## src/design/soc_bus_pkg.sv

```systemverilog
package soc_bus_pkg;

    // basic bus words
    typedef logic [31:0] word_t;      // one data word
    typedef logic [31:0] addr_t;      // cpu byte address
    typedef logic [3:0]  mask_t;      // byte lanes, active high
    typedef logic [19:0] ram_addr_t;  // sram word index, byte addr [21:2]

    // where a request lands
    typedef enum logic [1:0] {
        bank_none = 2'd0,  // unmapped or no strobe
        bank_base = 2'd1,
        bank_ext  = 2'd2
    } bank_e;

    // one request as handed to a bank, 58 bits
    typedef struct packed {
        logic      valid;  // slot holds a request
        logic      we;     // write when set, read otherwise
        ram_addr_t addr;
        word_t     wdata;
        mask_t     mask;   // lanes to write
    } mem_req_t;

    // address map, two 4 MiB windows back to back
    localparam addr_t BASE_RAM_BASE    = 32'h8000_0000;
    localparam addr_t EXT_RAM_BASE     = 32'h8040_0000;
    localparam int    BANK_WINDOW_BITS = 22;  // byte width of one window

    // instruction fetch always reads the full word
    localparam mask_t FULL_MASK = 4'b1111;

    // cycles per sram access, must be 2 or more
    localparam int ACCESS_CYCLES_DEFAULT = 2;

endpackage

```

## src/design/bank_port_if.sv

```systemverilog
`timescale 1ns/1ps

// router <-> bank sequencer, one per sram bank
interface bank_port_if;
    import soc_bus_pkg::*;

    mem_req_t inst_slot;   // fetch request aimed at this bank
    mem_req_t data_slot;   // load/store request aimed at this bank
    word_t    inst_rdata;  // held until the next request starts
    word_t    data_rdata;
    logic     busy;        // bank still working on its slots

    modport router (
        output inst_slot,
        output data_slot,
        input  inst_rdata,
        input  data_rdata,
        input  busy
    );

    modport sequencer (
        input  inst_slot,
        input  data_slot,
        output inst_rdata,
        output data_rdata,
        output busy
    );

endinterface

```

## src/design/sram_cmd_if.sv

```systemverilog
`timescale 1ns/1ps

// one access at a time from sequencer to pin driver
interface sram_cmd_if;
    import soc_bus_pkg::*;

    logic      start;  // one cycle, only while the phy is idle
    logic      we;
    ram_addr_t addr;
    word_t     wdata;
    mask_t     mask;
    word_t     rdata;  // valid together with done
    logic      done;   // last cycle of the access

    modport seq (
        output start,
        output we,
        output addr,
        output wdata,
        output mask,
        input  rdata,
        input  done
    );

    modport phy (
        input  start,
        input  we,
        input  addr,
        input  wdata,
        input  mask,
        output rdata,
        output done
    );

endinterface

```

## src/design/bank_sequencer.sv

```systemverilog
`timescale 1ns/1ps

module bank_sequencer (
    input  logic           clk_cpu,
    input  logic           locked_i,  // async reset, active low
    bank_port_if.sequencer port,
    sram_cmd_if.seq        cmd
);
    import soc_bus_pkg::*;

    typedef enum logic [1:0] {
        st_idle = 2'd0,
        st_inst = 2'd1,  // fetch access running
        st_data = 2'd2,  // load/store access running
        st_done = 2'd3   // one quiet cycle, cpu releases its request
    } state_e;

    state_e   state_q;
    logic     issue_q;       // data access still to be started
    logic     any_slot;
    logic     start_now;
    mem_req_t inst_q;        // both slots latched on leaving idle
    mem_req_t data_q;
    mem_req_t cur_req;       // request the phy works on
    word_t    inst_rdata_q;
    word_t    data_rdata_q;

    assign any_slot  = port.inst_slot.valid | port.data_slot.valid;
    assign start_now = (state_q == st_idle) & any_slot;

    // first access goes out straight from the port, fetch first
    always_comb begin
        case (state_q)
            st_idle: cur_req = port.inst_slot.valid ? port.inst_slot : port.data_slot;
            st_inst: cur_req = inst_q;
            default: cur_req = data_q;
        endcase
    end

    assign cmd.start = start_now | issue_q;
    assign cmd.we    = cur_req.we;
    assign cmd.addr  = cur_req.addr;
    assign cmd.wdata = cur_req.wdata;
    assign cmd.mask  = cur_req.mask;

    // busy from the very cycle a slot shows up
    assign port.busy = start_now | (state_q == st_inst) | (state_q == st_data);

    always_ff @(posedge clk_cpu or negedge locked_i) begin
        if (!locked_i) begin
            state_q <= st_idle;
            issue_q <= 1'b0;
        end else begin
            issue_q <= 1'b0;  // start is a single pulse
            case (state_q)
                st_idle: begin
                    if (port.inst_slot.valid)
                        state_q <= st_inst;
                    else if (port.data_slot.valid)
                        state_q <= st_data;  // data already started
                end
                st_inst: begin
                    if (cmd.done) begin
                        state_q <= data_q.valid ? st_data : st_done;
                        issue_q <= data_q.valid;  // same bank, data goes second
                    end
                end
                st_data: if (cmd.done) state_q <= st_done;
                default: state_q <= st_idle;
            endcase
        end
    end

    // request and return payloads
    always_ff @(posedge clk_cpu) begin
        if (start_now) begin
            inst_q <= port.inst_slot;
            data_q <= port.data_slot;
        end
        if (cmd.done) begin
            if (state_q == st_inst)
                inst_rdata_q <= cmd.rdata;
            else
                data_rdata_q <= cmd.rdata;
        end
    end

    assign port.inst_rdata = inst_rdata_q;
    assign port.data_rdata = data_rdata_q;

endmodule

```

## src/design/bus_router.sv

```systemverilog
`timescale 1ns/1ps

module bus_router (
    input  logic               clk_cpu,
    input  logic               locked_i,      // async reset, active low
    input  logic               inst_re_i,     // fetch strobe
    input  soc_bus_pkg::addr_t inst_addr_i,
    output soc_bus_pkg::word_t inst_data_o,
    input  logic               data_re_i,
    input  logic               data_we_i,
    input  soc_bus_pkg::addr_t data_addr_i,
    input  soc_bus_pkg::word_t data_wdata_i,
    input  soc_bus_pkg::mask_t data_mask_i,
    output soc_bus_pkg::word_t data_rdata_o,
    output logic               stall_o,       // cpu holds its levels while high
    bank_port_if.router        base_port,
    bank_port_if.router        ext_port
);
    import soc_bus_pkg::*;

    bank_e    inst_bank;    // live decode, none when strobe low
    bank_e    data_bank;
    bank_e    inst_bank_q;  // last bank each port hit
    bank_e    data_bank_q;
    bank_e    inst_sel;     // bank the return word comes from
    bank_e    data_sel;
    mem_req_t inst_req;
    mem_req_t data_req;
    logic     data_act;
    logic     base_held;    // bank holds at least one slot
    logic     ext_held;

    // top bits of the address pick the window
    function automatic bank_e decode_bank(input addr_t a);
        if ((a >> BANK_WINDOW_BITS) == (BASE_RAM_BASE >> BANK_WINDOW_BITS))
            return bank_base;
        if ((a >> BANK_WINDOW_BITS) == (EXT_RAM_BASE >> BANK_WINDOW_BITS))
            return bank_ext;
        return bank_none;  // outside both windows
    endfunction

    function automatic word_t pick_word(input bank_e sel, input word_t base_w,
                                        input word_t ext_w);
        case (sel)
            bank_base: return base_w;
            bank_ext:  return ext_w;
            default:   return '0;  // unmapped reads as zero
        endcase
    endfunction

    assign data_act  = data_re_i | data_we_i;
    assign inst_bank = inst_re_i ? decode_bank(inst_addr_i) : bank_none;
    assign data_bank = data_act ? decode_bank(data_addr_i) : bank_none;

    // request payloads, steered below
    always_comb begin
        inst_req       = '0;
        inst_req.valid = 1'b1;
        inst_req.we    = 1'b0;  // fetch never writes
        inst_req.addr  = inst_addr_i[BANK_WINDOW_BITS-1:2];
        inst_req.mask  = FULL_MASK;

        data_req       = '0;
        data_req.valid = 1'b1;
        data_req.we    = data_we_i;
        data_req.addr  = data_addr_i[BANK_WINDOW_BITS-1:2];
        data_req.wdata = data_wdata_i;
        data_req.mask  = data_mask_i;
    end

    assign base_port.inst_slot = (inst_bank == bank_base) ? inst_req : '0;
    assign base_port.data_slot = (data_bank == bank_base) ? data_req : '0;
    assign ext_port.inst_slot  = (inst_bank == bank_ext) ? inst_req : '0;
    assign ext_port.data_slot  = (data_bank == bank_ext) ? data_req : '0;

    assign base_held = (inst_bank == bank_base) | (data_bank == bank_base);
    assign ext_held  = (inst_bank == bank_ext) | (data_bank == bank_ext);
    assign stall_o   = (base_held & base_port.busy) | (ext_held & ext_port.busy);

    // remember the hit so the word stays routed once the strobe drops
    always_ff @(posedge clk_cpu or negedge locked_i) begin
        if (!locked_i) begin
            inst_bank_q <= bank_none;
            data_bank_q <= bank_none;
        end else begin
            if (inst_re_i)
                inst_bank_q <= inst_bank;
            if (data_act)
                data_bank_q <= data_bank;
        end
    end

    assign inst_sel = inst_re_i ? inst_bank : inst_bank_q;
    assign data_sel = data_act ? data_bank : data_bank_q;

    assign inst_data_o  = pick_word(inst_sel, base_port.inst_rdata, ext_port.inst_rdata);
    assign data_rdata_o = pick_word(data_sel, base_port.data_rdata, ext_port.data_rdata);

endmodule

```

## src/design/soc_bus_top.sv

```systemverilog
`timescale 1ns/1ps

module soc_bus_top #(
    parameter int ACCESS_CYCLES = soc_bus_pkg::ACCESS_CYCLES_DEFAULT
) (
    input  logic                   clk_cpu,
    input  logic                   locked_i,         // async reset, active low
    // cpu side
    input  logic                   inst_re_i,
    input  soc_bus_pkg::addr_t     inst_addr_i,
    output soc_bus_pkg::word_t     inst_data_o,
    input  logic                   data_re_i,
    input  logic                   data_we_i,
    input  soc_bus_pkg::addr_t     data_addr_i,
    input  soc_bus_pkg::word_t     data_wdata_i,
    input  soc_bus_pkg::mask_t     data_mask_i,
    output soc_bus_pkg::word_t     data_rdata_o,
    output logic                   stall_o,
    // base sram
    output soc_bus_pkg::ram_addr_t base_ram_addr_o,
    input  soc_bus_pkg::word_t     base_ram_data_i,
    output soc_bus_pkg::word_t     base_ram_data_o,
    output logic                   base_ram_data_oe_o,
    output soc_bus_pkg::mask_t     base_ram_be_n_o,
    output logic                   base_ram_ce_n_o,
    output logic                   base_ram_oe_n_o,
    output logic                   base_ram_we_n_o,
    // ext sram
    output soc_bus_pkg::ram_addr_t ext_ram_addr_o,
    input  soc_bus_pkg::word_t     ext_ram_data_i,
    output soc_bus_pkg::word_t     ext_ram_data_o,
    output logic                   ext_ram_data_oe_o,
    output soc_bus_pkg::mask_t     ext_ram_be_n_o,
    output logic                   ext_ram_ce_n_o,
    output logic                   ext_ram_oe_n_o,
    output logic                   ext_ram_we_n_o
);

    bank_port_if base_port ();
    bank_port_if ext_port ();
    sram_cmd_if  base_cmd ();
    sram_cmd_if  ext_cmd ();

    bus_router u_router (
        .clk_cpu, .locked_i,
        .inst_re_i, .inst_addr_i, .inst_data_o,
        .data_re_i, .data_we_i, .data_addr_i, .data_wdata_i, .data_mask_i,
        .data_rdata_o, .stall_o,
        .base_port (base_port),
        .ext_port  (ext_port)
    );

    bank_sequencer u_base_seq (.clk_cpu, .locked_i, .port(base_port), .cmd(base_cmd));
    bank_sequencer u_ext_seq  (.clk_cpu, .locked_i, .port(ext_port), .cmd(ext_cmd));

    sram_phy #(.ACCESS_CYCLES(ACCESS_CYCLES)) u_base_phy (
        .clk_cpu, .locked_i, .cmd(base_cmd),
        .ram_addr_o(base_ram_addr_o), .ram_data_i(base_ram_data_i),
        .ram_data_o(base_ram_data_o), .ram_data_oe_o(base_ram_data_oe_o),
        .ram_be_n_o(base_ram_be_n_o), .ram_ce_n_o(base_ram_ce_n_o),
        .ram_oe_n_o(base_ram_oe_n_o), .ram_we_n_o(base_ram_we_n_o)
    );

    sram_phy #(.ACCESS_CYCLES(ACCESS_CYCLES)) u_ext_phy (
        .clk_cpu, .locked_i, .cmd(ext_cmd),
        .ram_addr_o(ext_ram_addr_o), .ram_data_i(ext_ram_data_i),
        .ram_data_o(ext_ram_data_o), .ram_data_oe_o(ext_ram_data_oe_o),
        .ram_be_n_o(ext_ram_be_n_o), .ram_ce_n_o(ext_ram_ce_n_o),
        .ram_oe_n_o(ext_ram_oe_n_o), .ram_we_n_o(ext_ram_we_n_o)
    );

endmodule

```

## src/design/sram_phy.sv

```systemverilog
`timescale 1ns/1ps

module sram_phy #(
    parameter int ACCESS_CYCLES = soc_bus_pkg::ACCESS_CYCLES_DEFAULT  // 2 or more
) (
    input  logic                   clk_cpu,
    input  logic                   locked_i,       // async reset, active low
    sram_cmd_if.phy                cmd,
    output soc_bus_pkg::ram_addr_t ram_addr_o,
    input  soc_bus_pkg::word_t     ram_data_i,
    output soc_bus_pkg::word_t     ram_data_o,
    output logic                   ram_data_oe_o,  // we drive the data pins
    output soc_bus_pkg::mask_t     ram_be_n_o,
    output logic                   ram_ce_n_o,
    output logic                   ram_oe_n_o,
    output logic                   ram_we_n_o
);
    import soc_bus_pkg::*;

    localparam int unsigned CNT_W = $clog2(ACCESS_CYCLES + 1);
    localparam logic [CNT_W-1:0] LAST_PHASE = CNT_W'(ACCESS_CYCLES - 1);

    logic [CNT_W-1:0] cnt_q;   // phase of the running access
    logic             run_q;   // past the first cycle
    logic [CNT_W-1:0] phase;
    logic             active;
    logic             last;
    logic             we_q;    // held access fields
    ram_addr_t        addr_q;
    word_t            wdata_q;
    mask_t            mask_q;
    logic             we_cur;  // first cycle takes the command directly
    ram_addr_t        addr_cur;
    word_t            wdata_cur;
    mask_t            mask_cur;

    assign phase  = cmd.start ? '0 : cnt_q;
    assign active = cmd.start | run_q;
    assign last   = active & (phase == LAST_PHASE);

    assign we_cur    = cmd.start ? cmd.we : we_q;
    assign addr_cur  = cmd.start ? cmd.addr : addr_q;
    assign wdata_cur = cmd.start ? cmd.wdata : wdata_q;
    assign mask_cur  = cmd.start ? cmd.mask : mask_q;

    always_ff @(posedge clk_cpu or negedge locked_i) begin
        if (!locked_i) begin
            run_q <= 1'b0;
            cnt_q <= '0;
        end else if (cmd.start) begin
            run_q <= 1'b1;
            cnt_q <= CNT_W'(1);
        end else if (run_q) begin
            run_q <= (cnt_q != LAST_PHASE);  // drop after the last cycle
            cnt_q <= (cnt_q == LAST_PHASE) ? '0 : cnt_q + 1'b1;
        end
    end

    always_ff @(posedge clk_cpu) begin
        if (cmd.start) begin
            we_q    <= cmd.we;
            addr_q  <= cmd.addr;
            wdata_q <= cmd.wdata;
            mask_q  <= cmd.mask;
        end
    end

    assign ram_addr_o    = addr_cur;
    assign ram_data_o    = wdata_cur;
    assign ram_data_oe_o = active & we_cur;
    assign ram_be_n_o    = active ? ~mask_cur : '1;
    assign ram_ce_n_o    = ~active;                  // held low whole access
    assign ram_oe_n_o    = ~(active & ~we_cur);
    // write pulse ends one cycle early, last cycle is data hold
    assign ram_we_n_o    = ~(active & we_cur & (phase != LAST_PHASE));

    assign cmd.done  = last;
    assign cmd.rdata = (last & ~we_cur) ? ram_data_i : '0;  // sample in last cycle

endmodule

```

## config.mk

```make
export PLATFORM = sky130hd
export DESIGN_NAME = soc_bus_top
export DESIGN_NICKNAME = d
export VERILOG_FILES = /design/src/design/soc_bus_pkg.sv /design/src/design/bank_port_if.sv /design/src/design/sram_cmd_if.sv /design/src/design/bank_sequencer.sv /design/src/design/bus_router.sv /design/src/design/soc_bus_top.sv /design/src/design/sram_phy.sv
export SDC_FILE = /design/constraint.sdc
export NUM_CORES = 1
export LEC_CHECK = 0
export BUFFER_PORTS_ARGS = -buffer_cell sky130_fd_sc_hd__buf_2
export CELL_PAD_IN_SITES_DETAIL_PLACEMENT = 0
export CELL_PAD_IN_SITES_GLOBAL_PLACEMENT = 1
export CORE_MARGIN = 2
export CORE_UTILIZATION = 45
export CTS_BUF_LIST = sky130_fd_sc_hd__clkbuf_4 sky130_fd_sc_hd__clkbuf_8
export CTS_CLUSTER_SIZE = 30
export DETAILED_ROUTE_END_ITERATION = 10
export GPL_ROUTABILITY_DRIVEN = 1
export GPL_TIMING_DRIVEN = 0
export PLACE_DENSITY_LB_ADDON = 0.3
export SLEW_MARGIN = 25
export SYNTH_ARGS = -nofsm -noshare
export SYNTH_HDL_FRONTEND = slang
export SYNTH_SLANG_ARGS = --single-unit
```

## constraint.sdc

```tcl
create_clock -name clk_cpu -period 11.27 [get_ports clk_cpu]
set_input_delay 0.5635 -clock clk_cpu [delete_from_list [all_inputs] [get_ports clk_cpu]]
set_output_delay 0.5635 -clock clk_cpu [all_outputs]
set_load 0.05 [all_outputs]
```

==> flow_summary.ini <==
[run_status]
status = completed

[synthesis]
yosysSeqAreaShare = 0.653
ys_seq_elements = 416
synth_edf_count = 286
synth.net_count = 1643
postSynthAreaPerCell_um2 = 11.8
yosys.cell_types.count = 59
synthCells = 1462
synth_area_um2 = 17200
ys_warn_count = 0
synthFlopType = edfxtp_1
synth-async-reset-ratio = 0.0385

[clocking]
cts_hold_buffers = 1
cts_tree = done
h-tree-depth = 3
post-cts-setup-buffer-count = 0
cts_resized = 0
clkSinkCount = 416
cts.clk_slew.worst_paths_ns = 0.06
cts_buffers = 70
ctsLongestPathBuffers = 3
clockRootBuffer = clkbuf_8
clk_latency_ns = 0.61

[floorplan]
rows = 71
coreArea_um2 = 37700
dieArea_um2 = 39900
dieHeight_um = 200
start_util = 0.458
die_width_um = 200
ios = 354

[final_layout]
mostFrequentLayoutCells = buf_2, edfxtp_1, nor2_1
fin_area_um2 = 21400
layout_commonest_cell = buf_2
layout.nets = 2081
final_util = 0.569
stdcell_count = 2472
areaGrowthSynthToFinish_pct = 24.3
drive_gt1_frac = 0.273

[sta]
drv_slew = 0
setup_violations = 0
grt_setup_unrepaired = no
finalCriticalPeriod_ns = 4.83
period_share = 0.429
finalHoldViolCount = 0
tightest_slew_ns = 1.08
clock.fmax_mhz = 207
fin_worst_skew_ns = 0.0392
relSlewSlack = 0.272
holdWs_ns = 0.270

[critical_path]
reg2reg_depth = 10
reg2reg_to = u_base_seq.port.data_rdata[6]
critPathMaxFanout = 10
crit_slowest_cell = clkbuf_1
crit_start = data_addr_i[25]
end_kind = output pin
required_ns = 10.71
critical_path_class = in2out
cp.arrival_ns = 4.27
worstReg2RegStart = u_base_seq.state_q[0]
crit_path_start_kind = input port
crit_chain = buf_2 > or4_4 > nor4_2 > clkbuf_1 > a21oi_1 > inv_1 > ha_1 > clkbuf_1 > a22oi_1 > nor2_1 > buf_2
rrSetupSlack_ns = 7.87
worst_path_largest_cell_delay_ns = 0.71

[route]
drt-initial-drc-count = 838
avgRoutedWirePerCell_um = 21.2
drt_wl_total_um = 52400
ant_nets = 0
firstDrtPassIters = 6
vias = 13400
drc = 0
viasPerCell = 5.43

[hold_path]
hold_depth = 3
hold_class = in2reg
hp-start = data_addr_i[7]
hold_end = u_base_phy.addr_q[5]

[power]
pwr-share-clk = 0.374
pwr-share-seq = 0.456
switching_share = 0.284
powerDensity_nw_per_um2 = 171
vdd_drop_max_uv = 97.1
pwr-share-comb = 0.170
intPower_mw = 2.62
leakage_nw = 8.29
switchingPower_mw = 1.04
finalPower_mw = 3.66

[global_route]
grt_pass1_vias = 13100
overflow = 0
met2_usage = 0.413
grt_pass1_wl_um = 77100
grt-busiest-layer = met2
grt_start_max_net_pins = 54
grt_antenna_before_repair = 7
grt_use_total = 0.259
use_met1 = 0.344
met3_usage = 0.0588

[placement]
place_area_um2 = 19900
dpl.hpwl_um = 37700
place.gp.congestion = 0.833
io_buffers = 349
dp_cells = 2338

[flow_run]
maxCapViolCount = 0
==> synth_stat cells (all sizes together), types with 2 or more instances <==
cell | number | area share
inv | 16 | 0.0035
and3 | 36 | 0.013
dfrtp | 16 | 0.023
o32a | 3 | 0.0017
ha | 12 | 0.0087
dfxtp | 114 | 0.13
a21boi | 5 | 0.0022
nor3 | 4 | 0.0012
or4 | 4 | 0.0020
a221oi | 65 | 0.033
or2 | 3 | 0.0011
nor2 | 238 | 0.052
clkbuf | 77 | 0.017
edfxtp | 286 | 0.50
nand3 | 4 | 0.0012
nand4 | 4 | 0.0015
clkinv | 2 | 0.00073
buf | 30 | 0.011
a21oi | 53 | 0.015
and2 | 188 | 0.068
o32ai | 4 | 0.0020
nor4 | 8 | 0.0036
o21ai | 24 | 0.0070
xnor2 | 2 | 0.0010
a31oi | 45 | 0.016
or4b | 3 | 0.0020
nand2b | 4 | 0.0015
a21o | 5 | 0.0022
a22oi | 64 | 0.028
mux2 | 3 | 0.0020
o21a | 6 | 0.0026
a22o | 33 | 0.017
nand2 | 76 | 0.017
o211ai | 9 | 0.0042
o21bai | 3 | 0.0013
==> cell type report <==
type | count | area [um^2]
plain buffers | 107 | 473
repair buffers | 366 | 2030
inverters | 18 | 75.1
multi-input cells | 921 | 5490
flip-flops and latches | 416 | 11300
well taps | 511 | 639
clock buffers | 111 | 1350
diodes | 10 | 25.0
clock inverters | 12 | 81.3
fillers | 3339 | 16200
==> worst max path at each step <==
stage                                 to  slack [ns]  cells after the start
floorplan            u_ext_seq.data_q[0]        3.09                      4
global placement    u_ext_seq.data_q[22]       -0.16                      5
global route            data_rdata_o[25]        6.26                     11
CTS                     data_rdata_o[18]        6.45                     11
detailed placement      data_rdata_o[18]        6.45                     11
finish                  data_rdata_o[18]        6.44                     11
==> through the flow <==
step	setup TNS, ns	worst slack [ns]
final	0	6.44
after global routing	0	6.26
after CTS	0	6.45
after detailed placement	0	6.45
after global placement	-12.70	-0.165
after floorplan	0	3.09
==> per-layer routing <==
layer,share of wire,up-vias
li1,-,6255
met1,0.41,6504
met2,0.47,571
met3,0.086,92
met4,0.029,2
met5,0.00021,-
==> power by group through the flow <==
stage	Sequential, mW	Combinational (mW)	Clock, mW
floorplan	1.70	0.410	0
global placement	1.70	0.612	0
detailed placement	1.70	0.620	0
CTS	1.67	0.625	1.40
global route	1.67	0.679	1.47
finish	1.67	0.624	1.37
==> flip-flops by register name (all words and copies together) (netlist names), 4 cells and up <==
signal	count
u_base_phy.mask_q	4
u_ext_seq.port.data_rdata	32
u_base_seq.port.data_rdata	32
u_ext_phy.addr_q	20
u_base_phy.wdata_q	32
u_ext_seq.inst_q	21
u_ext_seq.data_q	58
u_base_seq.data_q	58
u_base_seq.port.inst_rdata	32
u_ext_seq.port.inst_rdata	32
u_base_seq.inst_q	21
u_ext_phy.wdata_q	32
u_ext_phy.mask_q	4
u_base_phy.addr_q	20
==> logic make-up after synthesis <==
kind of cell | count (synthesis) | share of synthesized area
fa+ha+maj | 12 | 0.00870
flops | 416 | 0.653
buf+inv | 125 | 0.0316
compound gates | 326 | 0.137
mux | 4 | 0.00254
xor+xnor | 2 | 0.00102
simple gates | 577 | 0.166
==> worst max-delay path, delay by kind of cell <==
kind / cells / cell delay [ns]
AOI/OAI and AO/OA: 2 / 0.28
and+or+nand+nor: 3 / 1.36
adders and majority gates: 1 / 0.33
buffers and inverters: 5 / 1.73
(Power assumes the default switching activity.)
